[config.mk]
export PLATFORM = sky130hd
export DESIGN_NAME = InitialRound
export DESIGN_NICKNAME = d
export VERILOG_FILES = /design/src/verilog/AesPkg.sv /design/src/verilog/InitialRound.sv
export VERILOG_INCLUDE_DIRS = /design/src /design/src/verilog
export SDC_FILE = /design/constraint.sdc
export NUM_CORES = 1
export LEC_CHECK = 0
export BUFFER_PORTS_ARGS = -buffer_cell sky130_fd_sc_hd__buf_4
export CORE_AREA = 2 2 150 152
export DETAILED_ROUTE_END_ITERATION = 12
export DIE_AREA = 0 0 152 154
export PLACE_DENSITY_LB_ADDON = 0.25
export SETUP_SLACK_MARGIN = 0.2
export SLEW_MARGIN = 15
export SYNTH_ARGS = -nofsm -noshare
export SYNTH_HDL_FRONTEND = slang
export SYNTH_SLANG_ARGS = --single-unit
export TNS_END_PERCENT = 10
[constraint.sdc]
create_clock -name clk -period 1.6 [get_ports clk]
set_clock_uncertainty 0.2 [all_clocks]
set_input_delay 0.4 -clock clk [delete_from_list [all_inputs] [get_ports clk]]
set_output_delay 0.4 -clock clk [all_outputs]
set_load 0.01 [all_outputs]
[src/verilog/aes_cfg.svh]
//~~~~~~~~~~~~~~~~~~~~
// AES-128 key width, round count and pipeline latency
//~~~~~~~~~~~~~~~~~~~~

`ifndef AES_CFG_SVH
`define AES_CFG_SVH

`define AES_KEY_BITS   128
`define AES_NUM_ROUNDS 10
`define AES_LATENCY    (`AES_NUM_ROUNDS + 1)

`endif
[src/verilog/AesPkg.sv]
//~~~~~~~~~~~~~~~~~~~~
// AesPkg: AES byte, word, state and round key types
// S-box table and byte/word/state helper functions
//~~~~~~~~~~~~~~~~~~~~

`default_nettype none

`include "aes_cfg.svh"

package AesPkg;

    typedef logic [7:0] byte_t;

    // one state column, byte 0 sits in the top bits as in FIPS-197
    typedef byte_t [0:3] word_t;
    typedef word_t [0:3] state_t;

    typedef logic [`AES_KEY_BITS-1:0] key_t;
    typedef state_t [0:`AES_NUM_ROUNDS] roundKeys_t;

    // forward S-box, entry 0 in the most significant byte
    localparam byte_t [0:255] sbox = {
        128'h637c777bf26b6fc53001672bfed7ab76,
        128'hca82c97dfa5947f0add4a2af9ca472c0,
        128'hb7fd9326363ff7cc34a5e5f171d83115,
        128'h04c723c31896059a071280e2eb27b275,
        128'h09832c1a1b6e5aa0523bd6b329e32f84,
        128'h53d100ed20fcb15b6acbbe394a4c58cf,
        128'hd0efaafb434d338545f9027f503c9fa8,
        128'h51a3408f929d38f5bcb6da2110fff3d2,
        128'hcd0c13ec5f974417c4a77e3d645d1973,
        128'h60814fdc222a908846eeb814de5e0bdb,
        128'he0323a0a4906245cc2d3ac629195e479,
        128'he7c8376d8dd54ea96c56f4ea657aae08,
        128'hba78252e1ca6b4c6e8dd741f4bbd8b8a,
        128'h703eb5664803f60e613557b986c11d9e,
        128'he1f8981169d98e949b1e87e9ce5528df,
        128'h8ca1890dbfe6426841992d0fb054bb16
    };

    function automatic word_t subWord(input word_t w);
        word_t s;
        for (int i = 0; i < 4; i++)
        begin
            s[i] = sbox[w[i]];
        end
        return s;
    endfunction

    // cyclic left rotation by one byte, used by the key schedule
    function automatic word_t rotWord(input word_t w);
        return {w[1:3], w[0]};
    endfunction

    // multiply by x in GF(2^8) modulo the AES polynomial
    function automatic byte_t xtime(input byte_t b);
        return {b[6:0], 1'b0} ^ (b[7] ? 8'h1b : 8'h00);
    endfunction

    function automatic state_t subBytes(input state_t s);
        state_t r;
        for (int c = 0; c < 4; c++)
        begin
            r[c] = subWord(s[c]);
        end
        return r;
    endfunction

    // row n moves n columns to the left
    function automatic state_t shiftRows(input state_t s);
        state_t r;
        for (int c = 0; c < 4; c++)
        begin
            for (int row = 0; row < 4; row++)
            begin
                r[c][row] = s[(c + row) % 4][row];
            end
        end
        return r;
    endfunction

endpackage

`default_nettype wire

[src/verilog/InitialRound.sv]
//~~~~~~~~~~~~~~~~~~~~
// InitialRound: pipeline entry, first AddRoundKey
//~~~~~~~~~~~~~~~~~~~~

`default_nettype none
`timescale 1ns/1ns

module InitialRound
(
    input  logic            clk,
    input  logic            rstN,
    input  logic            inValid,
    input  AesPkg::state_t  plainText,
    input  AesPkg::state_t  roundKey,
    output AesPkg::state_t  stateOut,
    output logic            validOut
);

    always_ff @(posedge clk)
    begin
        if (!rstN)
        begin
            validOut <= 1'b0;
        end
        else
        begin
            validOut <= inValid;
        end
    end

    // the state register only loads on an accepted block
    always_ff @(posedge clk)
    begin
        if (inValid)
        begin
            stateOut <= plainText ^ roundKey;
        end
    end

endmodule

`default_nettype wire

Word level (Yosys, flattened, before mapping)
Index checks and enable logic that the tools add are counted.
{ "op_classes": {"n_bitwise": 1} }
{ "op_table": {"columns": ["op", "n"], "rows": [
  ["$xor A128 B128 Y128", 1]
]} }
{ "word_totals": {"output_inout_bits": 129, "input_bits": 259, "register_bits": 129, "elab_cells": 18} }

Logic depth before layout (Yosys ltp)
Gate-level depths: netlist of the first run.
{ "depth": {"word_depth": 1, "depth_mapped": 1, "ltp_nobuf": 1} }

Worst setup path after synthesis of the first run
Ideal clock, no wire load.
{ "synth_timing": {"path_type": "register to output", "from": "reg stateOut[0] (netlist name)", "to": "out stateOut[0] (netlist name)", "t_required_ns": 1.000, "setup_slack_ns": 0.606, "stages_incl_launch_ff": 1, "t_arrival_ns": 0.394, "n_path_buf": 0, "cell_sequence": "edfxtp_1"} }
{ "synth_rtl": {"columns": ["item", "line", "text"], "rows": [
  ["start: declaration", "InitialRound.sv:15", "output AesPkg::state_t stateOut,"],
  ["start signal: assignment", "InitialRound.sv:36", "stateOut <= plainText ^ roundKey;"]
]} }
No word-level cell between the ends.

Final worst setup path of the first run
{ "layout_timing": {"from": "reg stateOut[42] (netlist name)", "to": "out stateOut[42] (netlist name)"} }
No word-level cell between the ends.

==> impl_results.md, run 1 <==
* Run status: completed
* Pwr/cell area at between 1000 and 1500 mW/mm²
* Synth area leader: edfxtp_1
* First-pass GRT wire length at 21680 µm
* WL final at roughly 14000 µm
* Final Max Slew Viols at 0
* Avg Cell Area, Syn at a little under 20 µm²
* Gpl congestion at around 0.83
* Footprint of the multi-input gates at roughly 0.0011 mm²
* Fin. Hold Viols at 0
* CTS tree: built
* Cell Count, Final, Fillers Out at roughly 960
* WHS at ~0.085 ns
* CP startpoint kind: flip-flop
* WS Path Type: flip-flop to output port
* Critical Path AT at between 0.9 and 1 ns
* Setup Fix Bufs, Post-CTS at 0
* Fin nets at 929
* Number of synthesized register bits at 129
* Initial core utilization at 23.01%
* Via density at approximately 3.8
* Worst min path class: input pin to flip-flop
* Clock-pin slew on the worst setup and hold paths at around 0.06 ns
* Largest net degree at the start of global routing at 50
* H-tree depth at 4
* Place WS at ~0.16 ns
* Synth top cells by count: edfxtp_1 (128), xor2_1 (128), and2_1 (1), dfxtp_1 (1)
* Vias after detailed routing at about 3.7k
* Die X at between 150 and 200 µm
* Slew HR at between 80% and 90%
* Layout area overhead at 88.79%
* Final Power at 0.01016 W
* # diodes at 0
* Most area-consuming cells after synthesis: edfxtp_1 (77%), xor2_1 (22%), dfxtp_1 (0.40%), and2_1 (0.13%)
* Sequential share of the synthesized area at ~77%
* Post-DRT Antenna Nets at 0
* Total track usage at between 10% and 20%
* Ys Warns at 0
* Num Clock Sinks at approximately 130
* CTS Buf Count at 17
* P_leak at about 4.2 nW
* Max clock buf depth at 2
* Initial antenna violation count at 0
* Syn nets at ~520
* Post-layout min period at 1.592 ns
* CP max stage delay at around 0.43 ns
* Top FF cell, synth: edfxtp_1
* First drt pass iteration count at 4
* RSZ-0062 raised after global routing: yes
* Vias in the first global route at approximately 4k
* Buf+Inv Stages, Crit Path at 1
* P_int at around 0.0079 W
* Fmax at about 630 MHz
* Cell Rows at 54
* Critical Path Sink Type: output port
* Post-layout util at between 40% and 50%
* Synth unique cells at 4
* Max FO, Critical Path at 1
* Share of the synthesized area in the top cell type at between 70% and 80%
* Crit path cell chain: buf_6
* HPWL after DPL at ~12000 µm
* Port buffer count at 387
* Clock share of power at approximately two fifths
* Core area at approximately 0.022 mm²
* Die Ht at 154 µm
* Sw Share at between 20% and 30%
* Filler cells at about 2.0k
* Combinational power share at between 10% and 20%
* Reg area at 0.003865 mm²
* Reg power frac at between 40 and 50%
* Worst Tran Pin Value at 0.2738 ns
* Max-capacitance violation count at 0
* VDD IR max at just over 600 µV
* I/O pin cnt at 388
* Final period util at 99.52%
* Final worst slack at slightly below 0.008 ns
* Switch Pwr at about 0.0023 W
* Post-Syn Area at about 0.005 mm²
* Final setup vio count at 0
* Post-synth EDFFs at about 130
* Post-Syn Instances at between 200 and 300
* CTS root buffer: clkbuf_16
* GRT overflow at 0
* Async set-or-reset flop fraction in the synthesized netlist at 0%
* CP max stage cell: edfxtp_1
* Die area at about 0.023 mm²
* DP Cell Count at between 900 and 1k
* Cell family with most CP delay: flip-flops
* DRT iter0 DRCs at roughly 120
* WL/cell at roughly 15 µm
* Worst endpoint required time at 1.00 ns
* Share of cells above drive strength 1 at about three fifths
* Drc violations at 0
==> metrics by stage <==
step | setup TNS [ns] | cell area [µm²]
floorplan | 0 | 4991
global placement | 0 | 8309
detailed placement | 0 | 8309
CTS | -0.04662 | 9423
global route | -0.1592 | 9423
finish | 0 | 9423
==> power by group through the flow <==
| stage | registers, W | logic [W] | clock network (W) |
|---|---|---|---|
| finish | 0.00433 | 0.00180 | 0.00403 |
| global route | 0.00437 | 0.00191 | 0.00432 |
| CTS | 0.00434 | 0.00184 | 0.00414 |
| detailed placement | 0.00433 | 0.00164 | 0 |
| global placement | 0.00432 | 0.00163 | 0 |
| floorplan | 0.00451 | 0.000184 | 0 |
==> flip-flops by register name, summed over array words and instances, names as in the netlist <==
signal,flops
validOut,1
stateOut,128
==> cell type report <==
type / instances / share of cell area [%]
well taps: 280 / 3.718
clock buffers: 19 / 4.594
repair buffers: 393 / 36.74
multi-input cells: 129 / 11.96
clock inverters: 12 / 1.965
flip-flops and latches: 129 / 41.02
==> path summary, 6_finish.rpt <==
kind | to | startpoint | cells after the start
max | stateOut[42] | stateOut[42]$_DFFE_PP_ | 1
min | stateOut[78]$_DFFE_PP_ | plainText[78] | 2
==> kinds of logic after synthesis <==
group                     synth area share (%)
xor gates and xnor gates                 22.46
DFF                                      77.41
and+or+nand+nor                         0.1254
==> repair_timing <==
action                                  in CTS  in global routing
endpoints found under the setup margin     129                129
gates resized for setup                    130                  0
endpoints found under the hold margin        1                  0
hold buffers                                 1                  0
==> placed cells by master (no fill, tap or decap) <==
| cell | count |
|---|---|
| inv_6 | 1 |
| and2_1 | 1 |
| clkinvlp_4 | 4 |
| edfxtp_1 | 128 |
| clkbuf_16 | 17 |
| buf_12 | 2 |
| buf_4 | 261 |
| bufinv_16 | 4 |
| dfxtp_2 | 1 |
| buf_6 | 129 |
| clkbuf_1 | 2 |
| dlygate4sd3_1 | 1 |
| clkinv_4 | 3 |
| xor2_1 | 128 |
==> per-layer routing <==
metal	wire length [µm]	up-vias	track usage, %
li1	-	1745	-
met1	4794	1693	11.42
met2	8050	230	23.17
met3	1258	22	5.327
met4	314	0	4.895
met5	0	-	0
Power figures use the tool's default switching activity.
==> run 2, diff against run 1 <==
--- a/config.mk
+++ b/config.mk
@@ -11,7 +11,6 @@
 export DETAILED_ROUTE_END_ITERATION = 12
 export DIE_AREA = 0 0 152 154
 export PLACE_DENSITY_LB_ADDON = 0.25
-export SETUP_SLACK_MARGIN = 0.2
 export SLEW_MARGIN = 15
 export SYNTH_ARGS = -nofsm -noshare
 export SYNTH_HDL_FRONTEND = slang
==> impl_results.md, run 2 (synthesis results as in run 1) <==
* Initial core utilization at a little under a quarter
* Most frequent cells in the layout: buf_4 (380), xor2_1 (128), edfxtp_1 (128), clkbuf_16 (17), buf_6 (10)
* Worst Tran Pin Value at about 0.27 ns
* Footprint of the multi-input gates at approximately 0.0011 mm²
* Die X at roughly 150 µm
* CP max stage delay at around 0.43 ns
* Post-layout util at roughly two fifths
* CP max stage cell: edfxtp_1
* Buf+Inv Stages, Crit Path at 1
* Clock-pin slew on the worst setup and hold paths at approximately 0.06 ns
* Crit path cell chain: buf_6
* Die area at 0.02341 mm²
* Post-layout min period at 1.593 ns
* Num Clock Sinks at 129
* First drt pass iteration count at 4
* Fin. Hold Viols at 0
* Core area at 0.02169 mm²
* Fmax at 627.8 MHz
* WHS at roughly 0.086 ns
* Worst endpoint required time at 1.00 ns
* Fin nets at 929
* Drc violations at 0
* Pwr/cell area at roughly 1100 mW/mm²
* Die Ht at between 150 and 200 µm
* CP startpoint kind: flip-flop
* Vias in the first global route at about 4k
* Most common cell after layout, fill and taps aside: buf_4
* Max-capacitance violation count at 0
* Final setup vio count at 0
* Total track usage at 12.04%
* WS Path Type: flip-flop to output port
* Filler cells at just over 2k
* Most flops, register: stateOut
* Met2 Routed Length at 7872 µm
* Share of cells above drive strength 1 at about 62%
* Reg area at 0.003864 mm²
* WL/cell at about 15 µm
* Gpl congestion at just over 0.8
* CTS Buf Count at 17
* First-pass GRT wire length at 21410 µm
* Largest net degree at the start of global routing at 50
* Crit. Startpoint: stateOut[42]$_DFFE_PP_
* Via density at between 3 and 4
* DRT iter0 DRCs at about 130
* CTS root buffer: clkbuf_16
* Critical Path AT at ~1 ns
* Place WS at 0.1644 ns
* CTS tree: built
* DR WL met3 at between 1000 and 1500 µm
* Run status: completed
* Vias after detailed routing at roughly 3.7k
* I/O pin cnt at around 390
* H-tree depth at 4
* Max FO, Critical Path at 1
* Cell family with most CP delay: flip-flops
* Hold_sp: plainText[78]
* Setup Fix Bufs, Post-CTS at 0
* M1 WL at around 4800 µm
* Total negative setup slack at 0 ns
* Top Metal Used: met4
* Layout area overhead at 79.82%
* Initial antenna violation count at 0
* Final period util at between 90% and 100%
* Final worst slack at between 0.007 and 0.008 ns
* WL final at between 10000 and 15000 µm
* HPWL after DPL at 11620 µm
* Biggest regs: stateOut x128, validOut x1
* Port buffer count at ~390
* Critical Path Sink Type: output port
* # diodes at 0
* Post-DRT Antenna Nets at 0
* RSZ-0062 raised after global routing: yes
* Worst min path class: input pin to flip-flop
* Final Max Slew Viols at 0
* VDD IR max at approximately 610 µV
* P_leak at 4.007 nW
* Cell Rows at 54
* Max reg flops at roughly 130
* Max clock buf depth at 2
* Slew HR at approximately 82%
* GRT overflow at 0
[run 2: layout make-up]
class | instances | area share [%]
flip-flops and latches | 129 | 43.05
repair buffers | 393 | 33.60
multi-input cells | 129 | 12.56
clock buffers | 19 | 4.824
well taps | 280 | 3.904
clock inverters | 12 | 2.063
[run 2: worst paths after layout]
| check | end | depth (start not counted) |
|---|---|---|
| worst max-delay path | stateOut[42] | 1 |
| worst min-delay path | stateOut[78]$_DFFE_PP_ | 2 |
[run 2: per-stage QoR]
step                area [µm²]  total power (W)  instances
floorplan                 4991         0.004696        258
global placement          8309         0.005953        930
detailed placement        8309         0.005972        930
CTS                       8952          0.01006        962
global route              8975          0.01035        962
finish                    8975         0.009913        962
[run 2: per-layer routing]
| metal | track usage [%] | vias up |
|---|---|---|
| met1 | 11.46 | 1697 |
| met4 | 4.673 | 0 |
| met5 | 0 | - |
| li1 | - | 1745 |
| met2 | 22.69 | 226 |
| met3 | 5.242 | 20 |
[run 2: power by group]
| part | switching, W | internal, W |
|---|---|---|
| combinational | 0.000663 | 0.000954 |
| sequential | 0.000109 | 0.00416 |
| clock | 0.00142 | 0.00261 |
| total | 0.00219 | 0.00772 |
[run 2: what timing repair did]
action,4_1_cts,5_1_grt
gates resized for setup,4,6
endpoints found under the setup margin,4,11
hold buffers,1,0
hold endpoints to repair,1,0
cloned,0,0
==> run 3, diff against run 2 <==
--- a/config.mk
+++ b/config.mk
@@ -11,6 +11,8 @@
 export DETAILED_ROUTE_END_ITERATION = 12
 export DIE_AREA = 0 0 152 154
 export PLACE_DENSITY_LB_ADDON = 0.25
+export RECOVER_POWER = 100
+export SKIP_LAST_GASP = 1
 export SLEW_MARGIN = 15
 export SYNTH_ARGS = -nofsm -noshare
 export SYNTH_HDL_FRONTEND = slang
==> impl_results.md, run 3 (synthesis results as in run 1) <==
* Run status: completed
* Max reg flops at between 100 and 150
* Reg power frac at approximately 44%
* Filler cells at between 2k and 2.5k
* P_leak at 3.819 nW
* Worst setup endpoint: stateOut[42]
* Via density at 3.839
* Largest net degree at the start of global routing at 50
* GRT overflow at 0
* WL final at between 10000 and 15000 µm
* Core area at 0.02169 mm²
* CTS tree: built
* Pwr/cell area at between 1000 and 1500 mW/mm²
* Max FO, Critical Path at 1
* Die Ht at between 150 and 200 µm
* Clock share of power at between 40% and 50%
* Initial core utilization at roughly 23%
* H-tree depth at 4
* Fin nets at about 930
* # diodes at 0
* RSZ-0062 raised after global routing: yes
* Clock-pin slew on the worst setup and hold paths at roughly 0.060 ns
* Worst endpoint required time at 1.00 ns
* Drc violations at 0
* WL/cell at about 15 µm
* Critical Path AT at ~1 ns
* Post-layout min period at about 1.6 ns
* Worst Tran Pin Value at 0.6061 ns
* CP max stage delay at 0.43 ns
* Final Power at around 0.0097 W
* Max-capacitance violation count at 0
* WS Path Type: flip-flop to output port
* Crit path cell chain: buf_6
* Post-layout util at 39.86%
* WP depth at 1
* Critical Path Sink Type: output port
* Final Max Slew Viols at 0
* Total negative setup slack at 0 ns
* Num Clock Sinks at 129
* Post-DRT Antenna Nets at 0
* Cell family with most CP delay: flip-flops
* Combinational power share at between 10 and 15%
* Worst min path class: input pin to flip-flop
* Port buffer count at 387
* Fin. Hold Viols at 0
* Hold depth at 2
* Vias in the first global route at approximately 4.1k
* CP startpoint kind: flip-flop
* Final period util at between 90% and 100%
* Fmax at roughly 630 MHz
* Layout area overhead at 73.20%
* CP max stage cell: edfxtp_1
* First drt pass iteration count at 4
* VDD IR max at 611.1 µV
* DRT iter0 DRCs at 145
* Final setup vio count at 0
* Die X at between 150 and 200 µm
* Buf+Inv Stages, Crit Path at 1
* Biggest regs: stateOut x128, validOut x1
* Most common cell after layout, fill and taps aside: buf_4
* Share of cells above drive strength 1 at a little under 60%
* First-pass GRT wire length at between 20000 and 25000 µm
* Crit. Startpoint: stateOut[42]$_DFFE_PP_
* I/O pin cnt at around 390
* Die area at 0.02341 mm²
* WHS at approximately 0.084 ns
* HPWL after DPL at roughly 12000 µm
* CTS Buf Count at 17
* Initial antenna violation count at 0
* Sw Share at roughly 22%
* CTS root buffer: clkbuf_16
* Most flops, register: stateOut
* Slew HR at 59.59%
* Cell Rows at between 50 and 60
* Total track usage at between 10% and 20%
* Vias after detailed routing at roughly 3.7k
* Max clock buf depth at 2
* Gpl congestion at 0.8278
* Switch Pwr at roughly 0.0022 W
* Most frequent cells in the layout: buf_4 (156), clkbuf_4 (137), xor2_1 (128), edfxtp_1 (128), clkbuf_2 (70)
* P_int at around 0.0075 W
[run 3: changes by cell type in the layout (fill, tap and decap cells not counted), sizes merged]
cell    before  now
buf        392  159
clkbuf      19  252
[run 3: worst min-delay path by stage]
stage	start	endpoint	slack [ns]
floorplan	inValid	stateOut[0]$_DFFE_PP_	0.31
global placement	rstN	validOut$_SDFF_PN0_	0.42
detailed placement	rstN	validOut$_SDFF_PN0_	0.41
CTS	plainText[48]	stateOut[48]$_DFFE_PP_	0.07
global route	plainText[87]	stateOut[87]$_DFFE_PP_	0.05
finish	plainText[78]	stateOut[78]$_DFFE_PP_	0.08
[run 3: repair_timing]
action / in CTS / in global routing
resized for setup: 1 / 0
hold endpoints to repair: 1 / 0
pin swaps: 0 / 0
buffers inserted: 0 / 0
hold buffers: 1 / 0
endpoints found under the setup margin: 4 / 11
[run 3: per-stage QoR]
stage	cell area (µm²)	std cells	setup slack (ns)
final	8645	962	0.008558
after global routing	8645	962	-0.03564
after CTS	8941	962	-0.02762
after detailed placement	8309	930	0.1644
after global placement	8309	930	0.1722
after floorplan	4991	258	0.6062
[run 3: cell type report]
class	instances	area, µm²	area share [%]
multi-input cells	129	1127	13.04
repair buffers	393	2685	31.06
well taps	280	350.3	4.053
clock inverters	12	185.2	2.142
clock buffers	19	432.9	5.008
flip-flops and latches	129	3864	44.70
[run 3: power by group through the flow]
stage               logic [W]  registers (W)  clock network [W]
finish                0.00143        0.00426            0.00403
global placement      0.00163        0.00432                  0
detailed placement    0.00164        0.00433                  0
floorplan            0.000184        0.00451                  0
CTS                   0.00164        0.00427            0.00414
global route          0.00154        0.00429            0.00432
[run 3: per-layer routing]
layer | part of all wire, % | routed length, µm | GRT usage, % | vias to the layer above
li1 | - | - | - | 1745
met1 | 34 | 4886 | 11.44 | 1698
met2 | 55 | 7768 | 22.69 | 228
met3 | 8.6 | 1227 | 5.186 | 22
met4 | 2.1 | 303 | 4.673 | 0
met5 | 0 | 0 | 0 | -
